$ cat config.mk
export PLATFORM = sky130hd
export DESIGN_NAME = platformer_core
export DESIGN_NICKNAME = d
export VERILOG_FILES = /design/src/rtl/platformer_pkg.sv /design/src/rtl/apb_debug_regs.sv /design/src/rtl/btn_debounce.sv /design/src/rtl/frame_timer.sv /design/src/rtl/motion_datapath.sv /design/src/rtl/motion_fsm.sv /design/src/rtl/platformer_core.sv
export SDC_FILE = /design/constraint.sdc
export NUM_CORES = 1
export LEC_CHECK = 0
export ABC_CLOCK_PERIOD_IN_PS = 4600
export BUFFER_PORTS_ARGS = -buffer_cell sky130_fd_sc_hd__buf_2
export CAP_MARGIN = 40
export CORE_MARGIN = 2
export CORE_UTILIZATION = 59
export CTS_CLUSTER_SIZE = 25
export DETAILED_ROUTE_END_ITERATION = 16
export HOLD_SLACK_MARGIN = 0.08
export PLACE_DENSITY_LB_ADDON = 0.1
export SLEW_MARGIN = 10
export SYNTH_ARGS = -nofsm -noshare
export SYNTH_HDL_FRONTEND = slang
export SYNTH_SLANG_ARGS = --single-unit
export TNS_END_PERCENT = 10
$ cat constraint.sdc
create_clock -name sys_clk -period 4.6 [get_ports sys_clk]
set_clock_uncertainty 0.2 [all_clocks]
set_input_delay 0.23 -clock sys_clk [delete_from_list [all_inputs] [get_ports sys_clk]]
set_output_delay 0.23 -clock sys_clk [all_outputs]
set_load 0.02 [all_outputs]
$ cat src/rtl/platformer_pkg.sv
package platformer_pkg;

    // Character phase
    typedef enum logic [1:0] {
        ST_GROUND = 2'd0,
        ST_RISE   = 2'd1,
        ST_FALL   = 2'd2
    } motion_state_e;

    // Raw buttons, debounced levels and press pulses
    typedef struct packed {
        logic left;
        logic right;
        logic jump;
    } btn_set_t;

    typedef struct packed {
        logic [9:0] x;
        logic [9:0] y;
    } char_pos_t;

    typedef struct packed {
        logic [3:0] gravity;
        logic [7:0] jump_speed;
    } phys_cfg_t;

    typedef struct packed {
        motion_state_e     state;
        logic              on_ground;
        logic signed [7:0] vy;
    } motion_status_t;

    // APB write word, view picked by the register address
    typedef union packed {
        struct packed {
            logic [11:0] rsvd;
            char_pos_t   pos;
        } pos_view;
        struct packed {
            logic [19:0] rsvd;
            phys_cfg_t   cfg;
        } phys_view;
    } apb_wdata_u;

    // Register map
    localparam logic [7:0] REG_CTRL   = 8'h00;
    localparam logic [7:0] REG_POS    = 8'h04;
    localparam logic [7:0] REG_PHYS   = 8'h08;
    localparam logic [7:0] REG_STATUS = 8'h0C;
    localparam logic [7:0] REG_PRESS  = 8'h10;

    localparam logic [3:0] RST_GRAVITY    = 4'd1;
    localparam logic [7:0] RST_JUMP_SPEED = 8'd12;

endpackage

$ cat src/rtl/apb_debug_regs.sv
`timescale 1ns/1ps

module apb_debug_regs (
    input  logic                           sys_clk,
    input  logic                           sys_rst_n,
    input  logic                           psel,
    input  logic                           penable,
    input  logic                           pwrite,
    input  logic [7:0]                     paddr,
    input  logic [31:0]                    pwdata,
    output logic [31:0]                    prdata,
    output logic                           pready,
    output logic                           pslverr,
    input  platformer_pkg::btn_set_t       press,
    input  platformer_pkg::char_pos_t      pos,
    input  platformer_pkg::motion_status_t status,
    output logic                           timer_en,
    output platformer_pkg::phys_cfg_t      cfg,
    output logic                           teleport,
    output platformer_pkg::char_pos_t      teleport_pos
);

    import platformer_pkg::*;

    apb_wdata_u wdata;
    logic       wr_en;
    logic       rd_en;
    logic       cnt_clr;
    logic [7:0] cnt_left;
    logic [7:0] cnt_right;
    logic [7:0] cnt_jump;

    // Every access completes in its first access cycle
    assign pready  = 1'b1;
    assign pslverr = 1'b0;

    assign wr_en   = psel & penable & pwrite;
    assign rd_en   = psel & penable & ~pwrite;
    assign wdata   = pwdata;
    assign cnt_clr = wr_en && (paddr == REG_CTRL) && pwdata[1];

    always_ff @(posedge sys_clk or negedge sys_rst_n) begin
        if (!sys_rst_n) begin
            timer_en <= 1'b1;
            cfg      <= '{gravity: RST_GRAVITY, jump_speed: RST_JUMP_SPEED};
            teleport <= 1'b0;
        end else begin
            teleport <= wr_en && (paddr == REG_POS);
            if (wr_en) begin
                case (paddr)
                    REG_CTRL: timer_en <= pwdata[0];
                    REG_PHYS: cfg      <= wdata.phys_view.cfg;
                    default:  ;
                endcase
            end
        end
    end

    // Target position, consumed alongside the teleport strobe
    always_ff @(posedge sys_clk) begin
        if (wr_en && (paddr == REG_POS)) begin
            teleport_pos <= wdata.pos_view.pos;
        end
    end

    // Wrapping press counters, clear wins over a press
    always_ff @(posedge sys_clk or negedge sys_rst_n) begin
        if (!sys_rst_n) begin
            cnt_left  <= '0;
            cnt_right <= '0;
            cnt_jump  <= '0;
        end else if (cnt_clr) begin
            cnt_left  <= '0;
            cnt_right <= '0;
            cnt_jump  <= '0;
        end else begin
            cnt_left  <= cnt_left + 8'(press.left);
            cnt_right <= cnt_right + 8'(press.right);
            cnt_jump  <= cnt_jump + 8'(press.jump);
        end
    end

    always_comb begin
        prdata = '0;
        if (rd_en) begin
            case (paddr)
                REG_CTRL:   prdata = {31'd0, timer_en};
                REG_POS:    prdata = {12'd0, pos};
                REG_PHYS:   prdata = {20'd0, cfg};
                REG_STATUS: prdata = {16'd0, status.vy, 5'd0, status.on_ground, status.state};
                REG_PRESS:  prdata = {8'd0, cnt_jump, cnt_right, cnt_left};
                default:    prdata = '0;
            endcase
        end
    end

    a_penable_psel: assert property (@(posedge sys_clk) disable iff (!sys_rst_n)
        penable |-> psel);

endmodule

$ cat src/rtl/btn_debounce.sv
`timescale 1ns/1ps

module btn_debounce #(
    parameter int DEBOUNCE_CYCLES = 16
) (
    input  logic sys_clk,
    input  logic sys_rst_n,
    input  logic raw,
    output logic level,
    output logic press
);

    localparam int CNT_W = $clog2(DEBOUNCE_CYCLES + 1);

    logic [CNT_W-1:0] cnt;
    logic             level_q;

    // Count consecutive samples that disagree with the stored level
    always_ff @(posedge sys_clk or negedge sys_rst_n) begin
        if (!sys_rst_n) begin
            cnt   <= '0;
            level <= 1'b0;
        end else if (raw == level) begin
            cnt <= '0;
        end else if (cnt == CNT_W'(DEBOUNCE_CYCLES - 1)) begin
            cnt   <= '0;
            level <= raw;
        end else begin
            cnt <= cnt + 1'b1;
        end
    end

    // Press pulse lands one cycle after the level rises
    always_ff @(posedge sys_clk or negedge sys_rst_n) begin
        if (!sys_rst_n) begin
            level_q <= 1'b0;
            press   <= 1'b0;
        end else begin
            level_q <= level;
            press   <= level & ~level_q;
        end
    end

    a_press_single: assert property (@(posedge sys_clk) disable iff (!sys_rst_n)
        press |=> !press);

endmodule

$ cat src/rtl/frame_timer.sv
`timescale 1ns/1ps

module frame_timer #(
    parameter int TICK_CYCLES = 32
) (
    input  logic sys_clk,
    input  logic sys_rst_n,
    input  logic en,
    output logic tick
);

    localparam int CNT_W = (TICK_CYCLES > 1) ? $clog2(TICK_CYCLES) : 1;

    logic [CNT_W-1:0] cnt;

    // Disabled timer parks at zero
    always_ff @(posedge sys_clk or negedge sys_rst_n) begin
        if (!sys_rst_n) begin
            cnt <= '0;
        end else if (!en || tick) begin
            cnt <= '0;
        end else begin
            cnt <= cnt + 1'b1;
        end
    end

    assign tick = en && (cnt == CNT_W'(TICK_CYCLES - 1));

    a_tick_pulse: assert property (@(posedge sys_clk) disable iff (!sys_rst_n)
        tick |=> !tick);

endmodule

$ cat src/rtl/motion_datapath.sv
`timescale 1ns/1ps

module motion_datapath #(
    parameter int GROUND_Y = 50,
    parameter int X_MAX    = 639
) (
    input  logic                          sys_clk,
    input  logic                          sys_rst_n,
    input  logic                          tick,
    input  platformer_pkg::motion_state_e state,
    input  logic                          jump_req,
    input  platformer_pkg::btn_set_t      held,
    input  platformer_pkg::phys_cfg_t     cfg,
    input  logic                          teleport,
    input  platformer_pkg::char_pos_t     teleport_pos,
    output platformer_pkg::char_pos_t     pos,
    output logic signed [7:0]             vy,
    output logic                          landed,
    output logic                          apex
);

    import platformer_pkg::*;

    localparam logic [9:0] X_LIM = 10'(X_MAX);
    localparam logic [9:0] Y_GND = 10'(GROUND_Y);

    logic               in_air;
    logic [9:0]         x_next;
    logic signed [11:0] y_sum;
    logic [9:0]         y_air;
    logic signed [8:0]  vy_sub;
    logic signed [7:0]  vy_fall;

    assign in_air = (state == ST_RISE) || (state == ST_FALL);

    // Opposite directions cancel, edges saturate
    always_comb begin
        x_next = pos.x;
        if (held.right && !held.left && pos.x < X_LIM) begin
            x_next = pos.x + 1'b1;
        end else if (held.left && !held.right && pos.x != '0) begin
            x_next = pos.x - 1'b1;
        end
    end

    assign y_sum = $signed({2'b00, pos.y}) + $signed({{4{vy[7]}}, vy});
    assign y_air = (y_sum > 12'sd1023) ? 10'h3ff : y_sum[9:0];

    // Gravity with a terminal velocity of -128
    assign vy_sub  = $signed({vy[7], vy}) - $signed({5'd0, cfg.gravity});
    assign vy_fall = (vy_sub < -9'sd128) ? 8'sh80 : vy_sub[7:0];

    assign landed = in_air && (y_sum <= GROUND_Y);
    assign apex   = in_air && !landed && (vy_fall <= 0);

    always_ff @(posedge sys_clk or negedge sys_rst_n) begin
        if (!sys_rst_n) begin
            pos.x <= '0;
            pos.y <= Y_GND;
            vy    <= '0;
        end else if (teleport) begin
            // Target clipped into the playfield
            pos.x <= (teleport_pos.x > X_LIM) ? X_LIM : teleport_pos.x;
            pos.y <= (teleport_pos.y < Y_GND) ? Y_GND : teleport_pos.y;
            vy    <= '0;
        end else if (tick) begin
            pos.x <= x_next;
            if (in_air) begin
                if (landed) begin
                    pos.y <= Y_GND;
                    vy    <= '0;
                end else begin
                    pos.y <= y_air;
                    vy    <= vy_fall;
                end
            end else if (jump_req) begin
                vy <= $signed(cfg.jump_speed);
            end
        end
    end

    a_above_ground: assert property (@(posedge sys_clk) disable iff (!sys_rst_n)
        pos.y >= Y_GND);

endmodule

$ cat src/rtl/motion_fsm.sv
`timescale 1ns/1ps

module motion_fsm (
    input  logic                          sys_clk,
    input  logic                          sys_rst_n,
    input  logic                          tick,
    input  logic                          jump_press,
    input  logic                          landed,
    input  logic                          apex,
    input  logic                          teleport,
    output platformer_pkg::motion_state_e state,
    output logic                          jump_req
);

    import platformer_pkg::*;

    motion_state_e state_next;

    always_comb begin
        state_next = state;
        if (teleport) begin
            state_next = ST_FALL;
        end else if (tick) begin
            case (state)
                ST_GROUND: if (jump_req) state_next = ST_RISE;
                ST_RISE: begin
                    if (landed) begin
                        state_next = ST_GROUND;
                    end else if (apex) begin
                        state_next = ST_FALL;
                    end
                end
                ST_FALL: if (landed) state_next = ST_GROUND;
                default: state_next = ST_GROUND;
            endcase
        end
    end

    always_ff @(posedge sys_clk or negedge sys_rst_n) begin
        if (!sys_rst_n) begin
            state <= ST_GROUND;
        end else begin
            state <= state_next;
        end
    end

    // Request held until the next tick; a press on the tick cycle itself is dropped
    always_ff @(posedge sys_clk or negedge sys_rst_n) begin
        if (!sys_rst_n) begin
            jump_req <= 1'b0;
        end else if (teleport || tick) begin
            jump_req <= 1'b0;
        end else if (jump_press) begin
            jump_req <= 1'b1;
        end
    end

    a_state_legal: assert property (@(posedge sys_clk) disable iff (!sys_rst_n)
        state inside {ST_GROUND, ST_RISE, ST_FALL});

endmodule

$ cat src/rtl/platformer_core.sv
`timescale 1ns/1ps

module platformer_core #(
    parameter int DEBOUNCE_CYCLES = 16,
    parameter int TICK_CYCLES     = 32,
    parameter int GROUND_Y        = 50,
    parameter int X_MAX           = 639
) (
    input  logic                     sys_clk,
    input  logic                     sys_rst_n,
    input  platformer_pkg::btn_set_t btn_raw,
    input  logic                     psel,
    input  logic                     penable,
    input  logic                     pwrite,
    input  logic [7:0]               paddr,
    input  logic [31:0]              pwdata,
    output logic [31:0]              prdata,
    output logic                     pready,
    output logic                     pslverr
);

    import platformer_pkg::*;

    btn_set_t          btn_level;
    btn_set_t          btn_press;
    logic              tick;
    logic              timer_en;
    logic              jump_req;
    logic              landed;
    logic              apex;
    logic              teleport;
    motion_state_e     state;
    char_pos_t         pos;
    char_pos_t         teleport_pos;
    logic signed [7:0] vy;
    phys_cfg_t         cfg;
    motion_status_t    status;

    btn_debounce #(.DEBOUNCE_CYCLES(DEBOUNCE_CYCLES)) i_db_left (
        .sys_clk(sys_clk), .sys_rst_n(sys_rst_n), .raw(btn_raw.left),
        .level(btn_level.left), .press(btn_press.left)
    );

    btn_debounce #(.DEBOUNCE_CYCLES(DEBOUNCE_CYCLES)) i_db_right (
        .sys_clk(sys_clk), .sys_rst_n(sys_rst_n), .raw(btn_raw.right),
        .level(btn_level.right), .press(btn_press.right)
    );

    btn_debounce #(.DEBOUNCE_CYCLES(DEBOUNCE_CYCLES)) i_db_jump (
        .sys_clk(sys_clk), .sys_rst_n(sys_rst_n), .raw(btn_raw.jump),
        .level(btn_level.jump), .press(btn_press.jump)
    );

    frame_timer #(.TICK_CYCLES(TICK_CYCLES)) i_frame_timer (
        .sys_clk(sys_clk), .sys_rst_n(sys_rst_n), .en(timer_en), .tick(tick)
    );

    motion_fsm i_motion_fsm (
        .sys_clk(sys_clk), .sys_rst_n(sys_rst_n), .tick(tick),
        .jump_press(btn_press.jump), .landed(landed), .apex(apex),
        .teleport(teleport), .state(state), .jump_req(jump_req)
    );

    motion_datapath #(.GROUND_Y(GROUND_Y), .X_MAX(X_MAX)) i_motion_datapath (
        .sys_clk(sys_clk), .sys_rst_n(sys_rst_n), .tick(tick), .state(state),
        .jump_req(jump_req), .held(btn_level), .cfg(cfg), .teleport(teleport),
        .teleport_pos(teleport_pos), .pos(pos), .vy(vy), .landed(landed), .apex(apex)
    );

    // Status word for the debug readout
    assign status = '{state: state, on_ground: (state == ST_GROUND), vy: vy};

    apb_debug_regs i_apb_debug_regs (
        .sys_clk(sys_clk), .sys_rst_n(sys_rst_n),
        .psel(psel), .penable(penable), .pwrite(pwrite), .paddr(paddr),
        .pwdata(pwdata), .prdata(prdata), .pready(pready), .pslverr(pslverr),
        .press(btn_press), .pos(pos), .status(status), .timer_en(timer_en),
        .cfg(cfg), .teleport(teleport), .teleport_pos(teleport_pos)
    );

endmodule

==> results.json <==
{
  "clkTransAtPathRegs_ns": 0.05,
  "nets": 856,
  "post_cts_buffers": 0,
  "synth_xor_area_frac": 0.06204,
  "crit_type": "flip-flop to flip-flop",
  "cp-start-kind": "flip-flop",
  "gr-total-overflow": 0,
  "hold_start": "paddr[2]",
  "syn_area_per_cell_um2": 9.907,
  "num_vias": 5684,
  "fin_tns_setup_ns": 0,
  "leakagePower_nw": 3.629,
  "r2r_slack_ns": 0.81,
  "yosys.area_share.adder": 0.07718,
  "ys_types": 75,
  "max-cap-violations": 0,
  "wl_met1_um": 6938,
  "grt_use_total": 0.2900,
  "grt_max_degree": 57,
  "via_per_inst": 6.158,
  "top_layer_used": "met4",
  "fin_crit_sh": 0.8236,
  "cts_buffer_depth": 2,
  "area_growth_pct": 18.96,
  "cp.arrival_ns": 3.89,
  "cts_resized": 0,
  "fmax_mhz": 264.0,
  "path_cells": "inv_1 -> fa_1 -> nor2b_1 -> o22a_1 -> xnor2_1 -> nor3b_1 -> o31ai_1 -> nand4b_1 -> a221o_1 -> a31o_1 -> mux2_4",
  "place.gp.congestion": 0.9338,
  "dp_hpwl_um": 12260,
  "clock_latency_ns": 0.42,
  "ys_seq_area_frac": 0.4518,
  "synth_top_family_by_area": "compound AO/OA/AOI/OAI gates",
  "postCtsHoldBufs": 25,
  "antenna_found_initial": 0,
  "hold_end": "i_apb_debug_regs.cfg[3]",
  "ant_nets": 0,
  "first_iter_violations": 586,
  "status": "completed",
  "die-area_mm2": 0.01236,
  "cts.sinks": 118,
  "regArea_mm2": 0.003062,
  "multiInputGateArea_mm2": 0.003477,
  "root_buffer": "clkbuf_16",
  "cts-buffers-inserted": 17,
  "crit_slowest_cell": "dfstp_2",
  "drive_gt1_frac": 0.1654,
  "met3_length_um": 1126,
  "r2r_end": "i_motion_datapath.pos[9]",
  "core-area_mm2": 0.01132,
  "cp-end-kind": "flip-flop",
  "async_flop_share": 0.8305,
  "num_antenna_cells": 0,
  "ys_warn_count": 0,
  "synth.top_cell.area_share": 0.3360,
  "ys_top_cells_by_count": "dfrtp_1, nor2_1, a21oi_1",
  "ff2ff_path_depth": 11,
  "synth_ff_type": "dfrtp_1",
  "htreeDepth": 4,
  "setup_viol": 0,
  "dr.pass1.iters": 6,
  "drc_errors": 0,
  "netlist_instances": 684,
  "min_path_type": "input port to flip-flop",
  "critPathMaxFanout": 11,
  "grt_pass1_wl_um": 28380,
  "required_ns": 4.70,
  "rsz0062_at_grt": "no",
  "synth_area_leader_cell": "dfrtp_1",
  "die_y_um": 111.2,
  "pin_count": 82,
  "finalMaxSlewViolations": 0,
  "synth_mux_area_frac": 0.02991,
  "cts_tree": "built",
  "synth.most_common_cell": "dfrtp_1",
  "die_w_um": 111.2,
  "io_buffers": 59,
  "ys_top_cells_by_area": "dfrtp_1, edfxtp_1, ha_1, nor2_1, xor2_1",
  "relSlewSlack": 0.3827,
  "worstMarginPinSlew_ns": 0.9259,
  "synthSimpleGateAreaFrac": 0.1643,
  "routedWlPerCell_um": 18.73,
  "grt_pass1_vias": 5875,
  "design_power_total_mw": 2.619,
  "fill_cells": 847,
  "timing.critical_path.buf_inv": 1,
  "ir_worst_vdd_v": 0.0003026,
  "wl_um": 17290,
  "fin_crit_ns": 3.788,
  "fin_hold_ws_ns": 0.1156,
  "fin_util": 0.7121,
  "crit_family": "compound AO/OA/AOI/OAI gates",
  "synth_edf_count": 20,
  "crit_path_max_incr_delay_ns": 0.58,
  "synth-compound-area-share": 0.1725,
  "power_per_cell_area_mw_per_mm2": 324.9,
  "rr_startpoint": "i_motion_datapath.pos[1]",
  "ys_ff_latch": 118,
  "rows": 39,
  "finalHoldViolations": 0,
  "synth_area_mm2": 0.006776,
  "holdPathStages": 3,
  "start_util": 0.5986,
  "route.met2.wl_um": 8672
}
==> metrics by stage <==
stage                     instances  cell area, um^2  setup WS [ns]
after global routing            923             8061         0.7109
after global placement          864             7143         0.9622
final                           923             8061         0.8116
after floorplan                 692             6807          1.220
after CTS                       923             8061         0.8830
after detailed placement        867             7184         0.9145
==> metal layers <==
layer / up-vias / track usage
li1: 2640 / -
met1: 2768 / 0.3487
met2: 227 / 0.4923
met3: 49 / 0.07108
met4: 0 / 0.1342
met5: - / 0
==> layout by cell type, fill, tap and decap left out, types with 4 or more instances in the layout <==
cell / n
a21oi_1: 47
a22oi_1: 6
ha_1: 37
edfxtp_1: 20
mux2_2: 14
xor2_1: 31
buf_2: 58
clkbuf_8: 5
and2_1: 10
a21o_1: 7
or3_1: 6
nand2b_1: 8
o211ai_1: 4
inv_1: 25
buf_4: 5
clkbuf_16: 20
o21a_1: 6
conb_1: 10
nand3_1: 31
o22ai_1: 7
o21bai_1: 4
and3_1: 16
dlygate4sd3_1: 25
nor2_1: 76
nor2b_1: 13
dfrtp_1: 91
a222oi_1: 15
nor3_1: 5
xnor2_1: 17
a31oi_1: 4
dfstp_2: 7
o21ai_0: 33
nand2_1: 41
==> cell families (layout without fill, tap and decap cells) <==
family                     Yosys count  in the layout
and+or+nand+nor                    228            228
xor gates and xnor gates            48             48
adders and majority gates           40             40
other                                2             10
buffers and inverters               60            148
muxes                               18             18
AOI/OAI and AO/OA                  170            170
DFF                                118            118
==> how the worst max path moves through the flow <==
stage | to | start | cells past startpoint | slack, ns
floorplan | i_motion_datapath.pos[9] | i_motion_datapath.vy[3] | 12 | 1.22
global placement | i_motion_fsm.state[1] | i_apb_debug_regs.cfg[8] | 10 | 0.96
CTS | i_motion_datapath.pos[9] | i_motion_datapath.pos[1] | 11 | 0.88
global route | i_motion_fsm.state[1] | i_apb_debug_regs.cfg[9] | 11 | 0.71
finish | i_motion_datapath.pos[9] | i_motion_datapath.pos[1] | 11 | 0.81
detailed placement | i_motion_datapath.pos[9] | i_motion_datapath.pos[1] | 11 | 0.91
==> sequential cells by signal, indices dropped and copies added (netlist names), 8 cells and up <==
name,flops
i_apb_debug_regs.cnt_left,8
i_apb_debug_regs.cnt_right,8
i_motion_datapath.pos,20
i_apb_debug_regs.cnt_jump,8
i_apb_debug_regs.cfg,12
i_apb_debug_regs.teleport_pos,20
i_motion_datapath.vy,8
==> worst min-delay path: stages <==
cell	delay (ns)
buf_2	0.15
nor3_2	0.10
mux2_2	0.22
==> where the power goes <==
| group | internal (mW) | leakage [nW] | switching, mW |
|---|---|---|---|
| clock network | 0.907 | 0.310 | 0.454 |
| logic | 0.0693 | 1.93 | 0.0853 |
| registers | 1.08 | 1.39 | 0.0206 |
| total | 2.06 | 3.63 | 0.560 |
==> cell type report <==
type                       instances  area share
sequential                       118      0.3798
multi-input combinational        514      0.4313
timing repair buffer              91     0.07683
tap                              143     0.02219
clock inverter                     5    0.006674
clock buffer                      26     0.07108
inverter                          26     0.01211
Note: power is estimated with default switching activity, not from simulation.
